<file path="src/rtl/CorePkg.sv">
// Shared types of the core
// Data and address widths, opcodes, the two instruction
// encodings with their union, and the memory access kind

package CorePkg;

    // Machine word and word address
    typedef logic [15:0] DataPath;
    typedef logic [15:0] AddrPath;

    // Four architectural registers
    typedef logic [1:0] RegNum;

    // Serial tag of an external read
    typedef logic [3:0] MemSerial;

    typedef enum logic [3:0] {
        LI   = 4'd0,
        ADDI = 4'd1,
        ADD  = 4'd2,
        SUB  = 4'd3,
        XOR  = 4'd4,
        LD   = 4'd5,
        ST   = 4'd6,
        BEQZ = 4'd7,
        HALT = 4'd15
    } Opcode;

    // Three-register ALU operations
    typedef struct packed {
        Opcode      opcode;
        RegNum      rd;
        RegNum      rs1;
        RegNum      rs2;
        logic [5:0] pad;
    } RegForm;

    // Immediate, memory and control operations
    typedef struct packed {
        Opcode      opcode;
        RegNum      rd;
        RegNum      rs1;
        logic [7:0] imm;
    } ImmForm;

    // Opcode, rd and rs1 sit at the same bits in both views
    typedef union packed {
        RegForm regForm;
        ImmForm immForm;
    } Instruction;

    typedef enum logic [1:0] {
        MEM_NONE  = 2'd0,
        MEM_LOAD  = 2'd1,
        MEM_STORE = 2'd2
    } MemKind;

endpackage : CorePkg
</file>
<file path="src/rtl/CoreIF.sv">
// Interfaces between the core stages
// MemPortIF joins fetch and memory stage to the access controller
// ExecMemIF carries an executed instruction to the memory stage

interface MemPortIF;
    import CorePkg::*;

    // Instruction side
    logic    fetchReq;
    AddrPath fetchAddr;
    logic    fetchValid;
    DataPath fetchData;

    // Data side
    logic    dataReq;
    logic    dataWrite;
    AddrPath dataAddr;
    DataPath dataWData;
    logic    dataDone;
    DataPath dataRData;

    modport fetch (
        output fetchReq, fetchAddr,
        input  fetchValid, fetchData
    );

    modport data (
        output dataReq, dataWrite, dataAddr, dataWData,
        input  dataDone, dataRData
    );

    modport ctrl (
        input  fetchReq, fetchAddr, dataReq, dataWrite, dataAddr, dataWData,
        output fetchValid, fetchData, dataDone, dataRData
    );
endinterface : MemPortIF

interface ExecMemIF;
    import CorePkg::*;

    logic    valid;
    MemKind  kind;
    AddrPath addr;
    DataPath storeData;
    RegNum   rd;
    logic    writeReg;
    DataPath result;
    AddrPath pc;
    AddrPath nextPc;
    logic    halt;

    // Register file write port, driven back by the memory stage
    logic    wbEn;
    RegNum   wbReg;
    DataPath wbData;

    modport exec (
        output valid, kind, addr, storeData, rd, writeReg, result, pc, nextPc, halt,
        input  wbEn, wbReg, wbData
    );

    modport mem (
        input  valid, kind, addr, storeData, rd, writeReg, result, pc, nextPc, halt,
        output wbEn, wbReg, wbData
    );
endinterface : ExecMemIF

</file>
<file path="src/rtl/Core.sv">
// Core top level
// Stages and memory access controller joined by interfaces,
// plus the committed PC and halted status registers

module Core #(
    parameter CorePkg::AddrPath ResetPc    = '0,
    parameter CorePkg::AddrPath SerialAddr = 16'hFF00
) (
    input  logic              clk,
    input  logic              reset,
    input  CorePkg::MemSerial nextMemReadSerial,
    input  CorePkg::MemSerial memReadSerial,
    input  CorePkg::DataPath  memReadData,
    input  logic              memReadDataReady,
    input  logic              memAccessReadBusy,
    input  logic              memAccessWriteBusy,
    output CorePkg::AddrPath  memAccessAddr,
    output CorePkg::DataPath  memAccessWriteData,
    output logic              memAccessRE,
    output logic              memAccessWE,
    output logic              serialWE,
    output logic [7:0]        serialWriteData,
    output CorePkg::AddrPath  lastCommittedPC,
    output logic              halted
);
    import CorePkg::*;

    logic       issueValid;
    Instruction issueInsn;
    AddrPath    issuePc;
    logic       retire;
    AddrPath    retirePc;
    AddrPath    retireNextPc;
    logic       retireHalt;

    MemPortIF memPort ();
    ExecMemIF execMem ();

    MemoryAccessController memCtrl_i (
        .clk, .reset, .port(memPort.ctrl),
        .nextMemReadSerial, .memReadSerial, .memReadData, .memReadDataReady,
        .memAccessReadBusy, .memAccessWriteBusy,
        .memAccessAddr, .memAccessWriteData, .memAccessRE, .memAccessWE
    );

    FetchStage #(.ResetPc(ResetPc)) fetch_i (
        .clk, .reset, .mem(memPort.fetch),
        .issueValid, .issueInsn, .issuePc,
        .retire, .retireNextPc, .retireHalt
    );

    ExecuteStage execute_i (
        .clk, .reset, .issueValid, .issueInsn, .issuePc, .em(execMem.exec)
    );

    MemoryStage #(.SerialAddr(SerialAddr)) memStage_i (
        .clk, .reset, .em(execMem.mem), .mem(memPort.data),
        .serialWE, .serialWriteData,
        .retire, .retirePc, .retireNextPc, .retireHalt
    );

    // Commit status, one cycle behind retire
    always_ff @(posedge clk) begin
        if (reset) begin
            lastCommittedPC <= '0;
            halted          <= 1'b0;
        end else if (retire) begin
            lastCommittedPC <= retirePc;
            if (retireHalt) halted <= 1'b1;
        end
    end

endmodule : Core

</file>
<file path="src/rtl/MemoryStage.sv">
// Memory stage
// Loads and stores through the controller, serial port output,
// register write-back and the retire pulse

module MemoryStage #(
    parameter CorePkg::AddrPath SerialAddr = 16'hFF00
) (
    input  logic             clk,
    input  logic             reset,
    ExecMemIF.mem            em,
    MemPortIF.data           mem,
    output logic             serialWE,
    output logic [7:0]       serialWriteData,
    output logic             retire,
    output CorePkg::AddrPath retirePc,
    output CorePkg::AddrPath retireNextPc,
    output logic             retireHalt
);
    import CorePkg::*;

    logic dataReq;
    logic isSerial;

    assign isSerial = (em.kind == MEM_STORE) && (em.addr == SerialAddr);

    // Request payload comes straight from the held execute bundle
    assign mem.dataReq   = dataReq;
    assign mem.dataWrite = (em.kind == MEM_STORE);
    assign mem.dataAddr  = em.addr;
    assign mem.dataWData = em.storeData;

    always_ff @(posedge clk) begin
        if (reset) begin
            dataReq  <= 1'b0;
            retire   <= 1'b0;
            serialWE <= 1'b0;
            em.wbEn  <= 1'b0;
        end else begin
            retire   <= 1'b0;
            serialWE <= 1'b0;
            em.wbEn  <= 1'b0;
            if (em.valid) begin
                if (em.kind == MEM_NONE || isSerial) begin
                    retire   <= 1'b1;
                    serialWE <= isSerial;
                    em.wbEn  <= em.writeReg;
                end else begin
                    dataReq <= 1'b1;
                end
            end else if (dataReq && mem.dataDone) begin
                dataReq <= 1'b0;
                retire  <= 1'b1;
                em.wbEn <= em.writeReg;
            end
        end
    end

    always_ff @(posedge clk) begin
        em.wbReg        <= em.rd;
        em.wbData       <= (em.kind == MEM_LOAD) ? mem.dataRData : em.result;
        serialWriteData <= em.storeData[7:0];
        retirePc        <= em.pc;
        retireNextPc    <= em.nextPc;
        retireHalt      <= em.halt;
    end

endmodule : MemoryStage

</file>
<file path="src/rtl/ExecuteStage.sv">
// Execute stage
// Decode of both instruction forms, the register file, ALU,
// effective address and next PC, registered into ExecMemIF

module ExecuteStage (
    input  logic                clk,
    input  logic                reset,
    input  logic                issueValid,
    input  CorePkg::Instruction issueInsn,
    input  CorePkg::AddrPath    issuePc,
    ExecMemIF.exec              em
);
    import CorePkg::*;

    DataPath [3:0] regFile;
    DataPath       rs1Val;
    DataPath       rs2Val;
    DataPath       rdVal;
    DataPath       immSext;
    DataPath       immZext;
    MemKind        kind;
    logic          writeReg;
    logic          halt;
    DataPath       result;
    AddrPath       nextPc;

    always_comb begin
        rs1Val  = regFile[issueInsn.immForm.rs1];
        rs2Val  = regFile[issueInsn.regForm.rs2];
        rdVal   = regFile[issueInsn.immForm.rd];
        immSext = {{8{issueInsn.immForm.imm[7]}}, issueInsn.immForm.imm};
        immZext = {8'b0, issueInsn.immForm.imm};

        kind     = MEM_NONE;
        writeReg = 1'b0;
        halt     = 1'b0;
        result   = '0;
        nextPc   = issuePc + 16'd1;

        case (issueInsn.immForm.opcode)
            LI: begin
                result   = immZext;
                writeReg = 1'b1;
            end
            ADDI: begin
                result   = rs1Val + immSext;
                writeReg = 1'b1;
            end
            ADD: begin
                result   = rs1Val + rs2Val;
                writeReg = 1'b1;
            end
            SUB: begin
                result   = rs1Val - rs2Val;
                writeReg = 1'b1;
            end
            XOR: begin
                result   = rs1Val ^ rs2Val;
                writeReg = 1'b1;
            end
            LD: begin
                kind     = MEM_LOAD;
                writeReg = 1'b1;
            end
            ST: kind = MEM_STORE;
            BEQZ: if (rs1Val == '0) nextPc = issuePc + 16'd1 + immSext;
            HALT: halt = 1'b1;
            default: ;  // Unknown opcodes retire as no-ops
        endcase
    end

    always_ff @(posedge clk) begin
        if (reset) begin
            em.valid <= 1'b0;
        end else begin
            em.valid <= issueValid;
        end
    end

    // Held until the next issue, so the memory stage can read it while waiting
    always_ff @(posedge clk) begin
        if (issueValid) begin
            em.kind      <= kind;
            em.addr      <= rs1Val + immSext;
            em.storeData <= rdVal;
            em.rd        <= issueInsn.immForm.rd;
            em.writeReg  <= writeReg;
            em.result    <= result;
            em.pc        <= issuePc;
            em.nextPc    <= nextPc;
            em.halt      <= halt;
        end
    end

    always_ff @(posedge clk) begin
        if (reset) begin
            regFile <= '0;
        end else if (em.wbEn) begin
            regFile[em.wbReg] <= em.wbData;
        end
    end

endmodule : ExecuteStage

</file>
<file path="src/rtl/FetchStage.sv">
// Fetch stage
// PC and halt flag, one instruction fetch per retired instruction

module FetchStage #(
    parameter CorePkg::AddrPath ResetPc = '0
) (
    input  logic                clk,
    input  logic                reset,
    MemPortIF.fetch             mem,
    output logic                issueValid,
    output CorePkg::Instruction issueInsn,
    output CorePkg::AddrPath    issuePc,
    input  logic                retire,
    input  CorePkg::AddrPath    retireNextPc,
    input  logic                retireHalt
);
    import CorePkg::*;

    AddrPath pc;
    logic    fetchReq;
    logic    inFlight;
    logic    halted;

    assign mem.fetchReq  = fetchReq;
    assign mem.fetchAddr = pc;

    always_ff @(posedge clk) begin
        if (reset) begin
            pc         <= ResetPc;
            fetchReq   <= 1'b0;
            inFlight   <= 1'b0;
            halted     <= 1'b0;
            issueValid <= 1'b0;
        end else begin
            issueValid <= 1'b0;
            if (mem.fetchValid) begin
                fetchReq   <= 1'b0;
                inFlight   <= 1'b1;
                issueValid <= 1'b1;
            end else if (retire) begin
                inFlight <= 1'b0;
                halted   <= retireHalt;
                fetchReq <= !retireHalt;
                if (!retireHalt) pc <= retireNextPc;
            end else if (!inFlight && !halted && !fetchReq) begin
                // First request out of reset
                fetchReq <= 1'b1;
            end
        end
    end

    always_ff @(posedge clk) begin
        if (mem.fetchValid) begin
            issueInsn <= mem.fetchData;
            issuePc   <= pc;
        end
    end

endmodule : FetchStage

</file>
<file path="src/rtl/MemoryAccessController.sv">
// External memory access controller
// Picks fetch or data requester, waits out the busy inputs,
// issues the access and matches the read response by serial

module MemoryAccessController (
    input  logic              clk,
    input  logic              reset,
    MemPortIF.ctrl            port,
    input  CorePkg::MemSerial nextMemReadSerial,
    input  CorePkg::MemSerial memReadSerial,
    input  CorePkg::DataPath  memReadData,
    input  logic              memReadDataReady,
    input  logic              memAccessReadBusy,
    input  logic              memAccessWriteBusy,
    output CorePkg::AddrPath  memAccessAddr,
    output CorePkg::DataPath  memAccessWriteData,
    output logic              memAccessRE,
    output logic              memAccessWE
);
    import CorePkg::*;

    typedef enum logic [1:0] {
        IDLE,
        ISSUE,
        WAIT_READ
    } State;

    State     state;
    logic     forData;
    logic     isWrite;
    AddrPath  addr;
    DataPath  wData;
    MemSerial pendingSerial;
    logic     readMatch;

    assign memAccessAddr      = addr;
    assign memAccessWriteData = wData;

    // Strobes only go out in a cycle where memory is not busy
    assign memAccessRE = (state == ISSUE) && !isWrite && !memAccessReadBusy;
    assign memAccessWE = (state == ISSUE) && isWrite && !memAccessWriteBusy;

    // Responses carrying a foreign serial are dropped
    assign readMatch = (state == WAIT_READ) && memReadDataReady &&
                       (memReadSerial == pendingSerial);

    assign port.fetchValid = readMatch && !forData;
    assign port.fetchData  = memReadData;
    assign port.dataDone   = forData && (readMatch || memAccessWE);
    assign port.dataRData  = memReadData;

    always_ff @(posedge clk) begin
        if (reset) begin
            state <= IDLE;
        end else begin
            case (state)
                IDLE: if (port.dataReq || port.fetchReq) state <= ISSUE;
                ISSUE: begin
                    if (memAccessWE) state <= IDLE;
                    else if (memAccessRE) state <= WAIT_READ;
                end
                WAIT_READ: if (readMatch) state <= IDLE;
                default: state <= IDLE;
            endcase
        end
    end

    // Data side wins when both are pending
    always_ff @(posedge clk) begin
        if (state == IDLE) begin
            forData <= port.dataReq;
            isWrite <= port.dataReq && port.dataWrite;
            addr    <= port.dataReq ? port.dataAddr : port.fetchAddr;
            wData   <= port.dataWData;
        end
        if (memAccessRE) pendingSerial <= nextMemReadSerial;
    end

endmodule : MemoryAccessController

</file>
<file path="config.mk">
export PLATFORM = sky130hd
export DESIGN_NAME = Core
export DESIGN_NICKNAME = d
export VERILOG_FILES = /design/src/rtl/CorePkg.sv /design/src/rtl/CoreIF.sv /design/src/rtl/Core.sv /design/src/rtl/MemoryStage.sv /design/src/rtl/ExecuteStage.sv /design/src/rtl/FetchStage.sv /design/src/rtl/MemoryAccessController.sv
export SDC_FILE = /design/constraint.sdc
export NUM_CORES = 1
export LEC_CHECK = 0
export BUFFER_PORTS_ARGS = -buffer_cell sky130_fd_sc_hd__buf_2
export CORE_MARGIN = 5
export CORE_UTILIZATION = 59
export CTS_BUF_LIST = sky130_fd_sc_hd__clkbuf_4 sky130_fd_sc_hd__clkbuf_8
export DETAILED_ROUTE_END_ITERATION = 7
export PLACE_DENSITY = 0.88
export SYNTH_ARGS = -nofsm -noshare
export SYNTH_HDL_FRONTEND = slang
export SYNTH_SLANG_ARGS = --single-unit
</file>
<file path="constraint.sdc">
create_clock -name clk -period 6.74 [get_ports clk]
set_input_delay 1.348 -clock clk [delete_from_list [all_inputs] [get_ports clk]]
set_output_delay 1.348 -clock clk [all_outputs]
set_load 0.01 [all_outputs]
</file>
==> results.md <==
- Final design area excluding fillers: roughly 0.016 mm^2
- Main synth FF type: dfxtp_1
- Vias in the first global route: around 10,000
- Initial DRT Pass Iterations: 5
- Post-synth EDFFs: 156
- Clock slew at reported path FFs: roughly 60 ps
- Cell Int Power: 3.09 mW
- Distinct cell type count after synthesis: 67
- Hold buffers post-CTS: 0
- Core Area: between 0.02 and 0.025 mm^2
- R2R Setup Slk: 2080 ps
- ANT nets after route: 0
- Clock buffer depth: 3
- Tot GR Track Use: 0.251
- Sequential fraction of the synthesis area: 0.556
- Yosys top cell by area: edfxtp_1
- Slew Limit Fails: 0
- Critical Path Fanout Max: 13
- Cells after Synth: 1,200
- CTS Buf Count: 49
- H-tree levels: 2
- Die Height: between 150 and 200 um
- First-pass GRT wire length: approximately 56 mm
- Sequential share of power: 0.536
- Pre-CTS WS: between 2000 and 2500 ps
- I/O Buffers: 88
- Clock Power Share: 0.434
- Pwr dens: 243 mW/mm^2
- Final core occ: 0.671
- Setup Skew: 24.4 ps
- CTS tree: yes
- Initial antenna violation count: 1
- Diode count: 0
- Resized cells post-CTS: 0
- Critical Path RT: 7070 ps
- RSZ-0062 raised after global routing: false
- Pin slew with the least headroom to its limit: 1300 ps
- Seq cells post-synth: 323
- Area Overhead vs Synth: 12.4%
- HPWL Detailed: 23.8 mm
- Vias: roughly 10,000
- Hold/Removal Path Class: register to register
- Die width: around 170 um
- Post-route DRC: 0
- Cell with the most instances after synthesis: dfxtp_1
- Number of nets in the layout: 1,377
- DR WL/cell: 21.1 um
- P_sw: 0.845 mW
- Clock sink total: 323
- Asr flop ratio synth: 0
- Leakage power: 6.17 nW
- Initial core utilization: 0.597
- Final setup viols: 0
- Reg2reg start: fetch_i.issueInsn[6]$_DFFE_PP_
- RR Endpoint: execute_i.em.result[15]$_SDFFCE_PN0P_
- Logic gate share of total power: 0.030
- Worst slew margin: 0.126
- Top cell type's share of synthesized area: 0.324
- Critical path type: register to register
- # IOs: 89
- Final hold violations: 0
- Status: completed
- PnR worst setup slack: 2080 ps
- Placer congestion estimate: a little over 0.9
- Hold EP: memStage_i.retireNextPc[13]$_DFF_P_
- DP Area: between 0.015 and 0.02 mm^2
- FMAX: between 0.2 and 0.25 GHz
- Netlist Area Pre-Place: roughly 0.014 mm^2
- Layout cells sized above 1: 0.214
- Maxcap violations: 0
- Placed cell count: 1,571
- Setup TNS: 0 ps
- DR vias/cell: 6.08
- Crit start category: register
- Element type at the critical path end: register
- Minimum clock period: 4660 ps
- Setup Buffers After CTS: 0
- Post-synthesis net count: 1,279
- Reg2Reg Depth: 14
- Iteration-0 DRC Markers: 1,059
- Crit path DAT: 5000 ps
- Sw Share: 0.215
- Tcrit/Tclk final: 0.692
- Die area: 0.0277 mm^2
- Synth warn: 0
- Later-pin clock latency in the skew report: 580 ps
- Synth top area cells: edfxtp_1, dfxtp_1, mux4_2
- Pin count of the biggest net entering global routing: 108
- Hold path start: execute_i.em.nextPc[13]$_DFFE_PP_
- GRT overflow: 0
- Std-Cell Rows: 57
- Synth top cells by count: dfxtp_1, nand2_1, edfxtp_1
- Min-Delay Path Depth: 0
- Root buf cell: clkbuf_8
- Fin cells: between 1,500 and 2,000
- Peak supply drop: 0.000139 V
- Synthesized area per cell: 12.0 um^2
- Final WL: 35.0 mm
## power by group through the flow
stage | Sequential [mW] | Combinational (mW) | Clock [mW]
2_1_floorplan | 2.17 | 0.0416 | 0
3_3_place_gp | 2.15 | 0.116 | 0
3_5_place_dp | 2.15 | 0.118 | 0
4_1_cts | 2.11 | 0.119 | 1.73
5_1_grt | 2.11 | 0.127 | 1.84
6_report | 2.11 | 0.118 | 1.71
## worst max-delay path by stage
stage                                         from                                    end  slack (ps)  cells past startpoint
finish              fetch_i.issueInsn[6]$_DFFE_PP_  execute_i.em.result[15]$_SDFFCE_PN0P_        2080                     14
global route        fetch_i.issueInsn[6]$_DFFE_PP_  execute_i.em.result[13]$_SDFFCE_PN0P_        1750                     14
CTS                 fetch_i.issueInsn[6]$_DFFE_PP_  execute_i.em.result[14]$_SDFFCE_PN0P_        2120                     13
detailed placement  fetch_i.issueInsn[6]$_DFFE_PP_  execute_i.em.result[15]$_SDFFCE_PN0P_        2140                     14
global placement    fetch_i.issueInsn[6]$_DFFE_PP_  execute_i.em.result[15]$_SDFFCE_PN0P_        2200                     14
floorplan           fetch_i.issueInsn[7]$_DFFE_PP_  execute_i.em.result[14]$_SDFFCE_PN0P_        2370                     14
## worst max-delay path, cell delays in order (launching register included)
cell      delay, ps
edfxtp_1        550
buf_4           350
mux4_2          600
nor4_2          530
nor2b_1         190
a21oi_1          80
xnor2_1         180
ha_1            370
and4_1          200
and2_1          160
a221oi_1        510
a211o_1         260
a21o_1          130
o21ai_1          50
a221o_1         260
## stage by stage
step                      hold slack (ps)  power, mW
final                                 320       3.94
after global placement                324       2.27
after floorplan                       323       2.21
after CTS                             328       3.97
after global routing                  330       4.08
after detailed placement              327       2.27
## cell families (layout without fill, tap and decap cells)
logic type | after synthesis | after routing | synth area share
AND/OR/NAND/NOR | 331 | 331 | 0.104
flip-flops | 323 | 323 | 0.556
adder cells (fa/ha/maj) | 50 | 50 | 0.0449
buffers and inverters | 67 | 205 | 0.0192
multiplexers | 120 | 120 | 0.128
XOR/XNOR | 85 | 85 | 0.0516
AO/OA/AOI/OAI | 224 | 224 | 0.0953
## final cells by class
class	count	area, um^2
clock buffer	77	928
clock inverter	14	136
fill	1717	7950
inverter	13	48.8
multi-input combinational	810	6140
sequential	323	8030
tap	324	405
timing repair buffer	101	541
## metal layers
metal | GRT usage | wire length (um)
met3 | 0.0460 | 3050
met1 | 0.346 | 14200
met2 | 0.405 | 16700
met4 | 0.0893 | 1090
met5 | 0 | 12
## cells in the final DEF (no fill, tap or decap), types with 5 or more instances in the layout
cell type / n
nand2b_1: 9
nor3b_1: 7
a21o_1: 15
and3_1: 5
mux2i_1: 36
nand3_1: 16
clkinv_2: 5
and4_1: 5
dfxtp_1: 166
clkbuf_8: 56
ha_1: 47
mux4_2: 46
clkbuf_4: 21
xnor2_1: 48
nor4_1: 6
nor2_1: 71
mux2_2: 36
nor2b_1: 9
inv_1: 13
o21ai_0: 30
edfxtp_1: 156
nand2_1: 163
or2_2: 6
a221o_1: 5
a31oi_1: 5
xor2_1: 37
buf_4: 14
nand4_1: 5
a21oi_1: 116
buf_2: 87
nor3_1: 11
## sequential cells by signal, summed over array words and instances (netlist names), 4 cells and up
register / flops
execute_i.em.addr: 16
execute_i.em.nextPc: 16
execute_i.em.pc: 16
execute_i.em.result: 16
execute_i.em.storeData: 16
execute_i.regFile: 64
fetch_i.issueInsn: 16
fetch_i.issuePc: 16
fetch_i.mem.fetchAddr: 16
lastCommittedPC: 16
memCtrl_i.memAccessAddr: 16
memCtrl_i.memAccessWriteData: 16
memCtrl_i.pendingSerial: 4
memStage_i.em.wbData: 16
memStage_i.retireNextPc: 16
memStage_i.retirePc: 16
memStage_i.serialWriteData: 8
No activity file was read; power rests on OpenSTA's default activity.
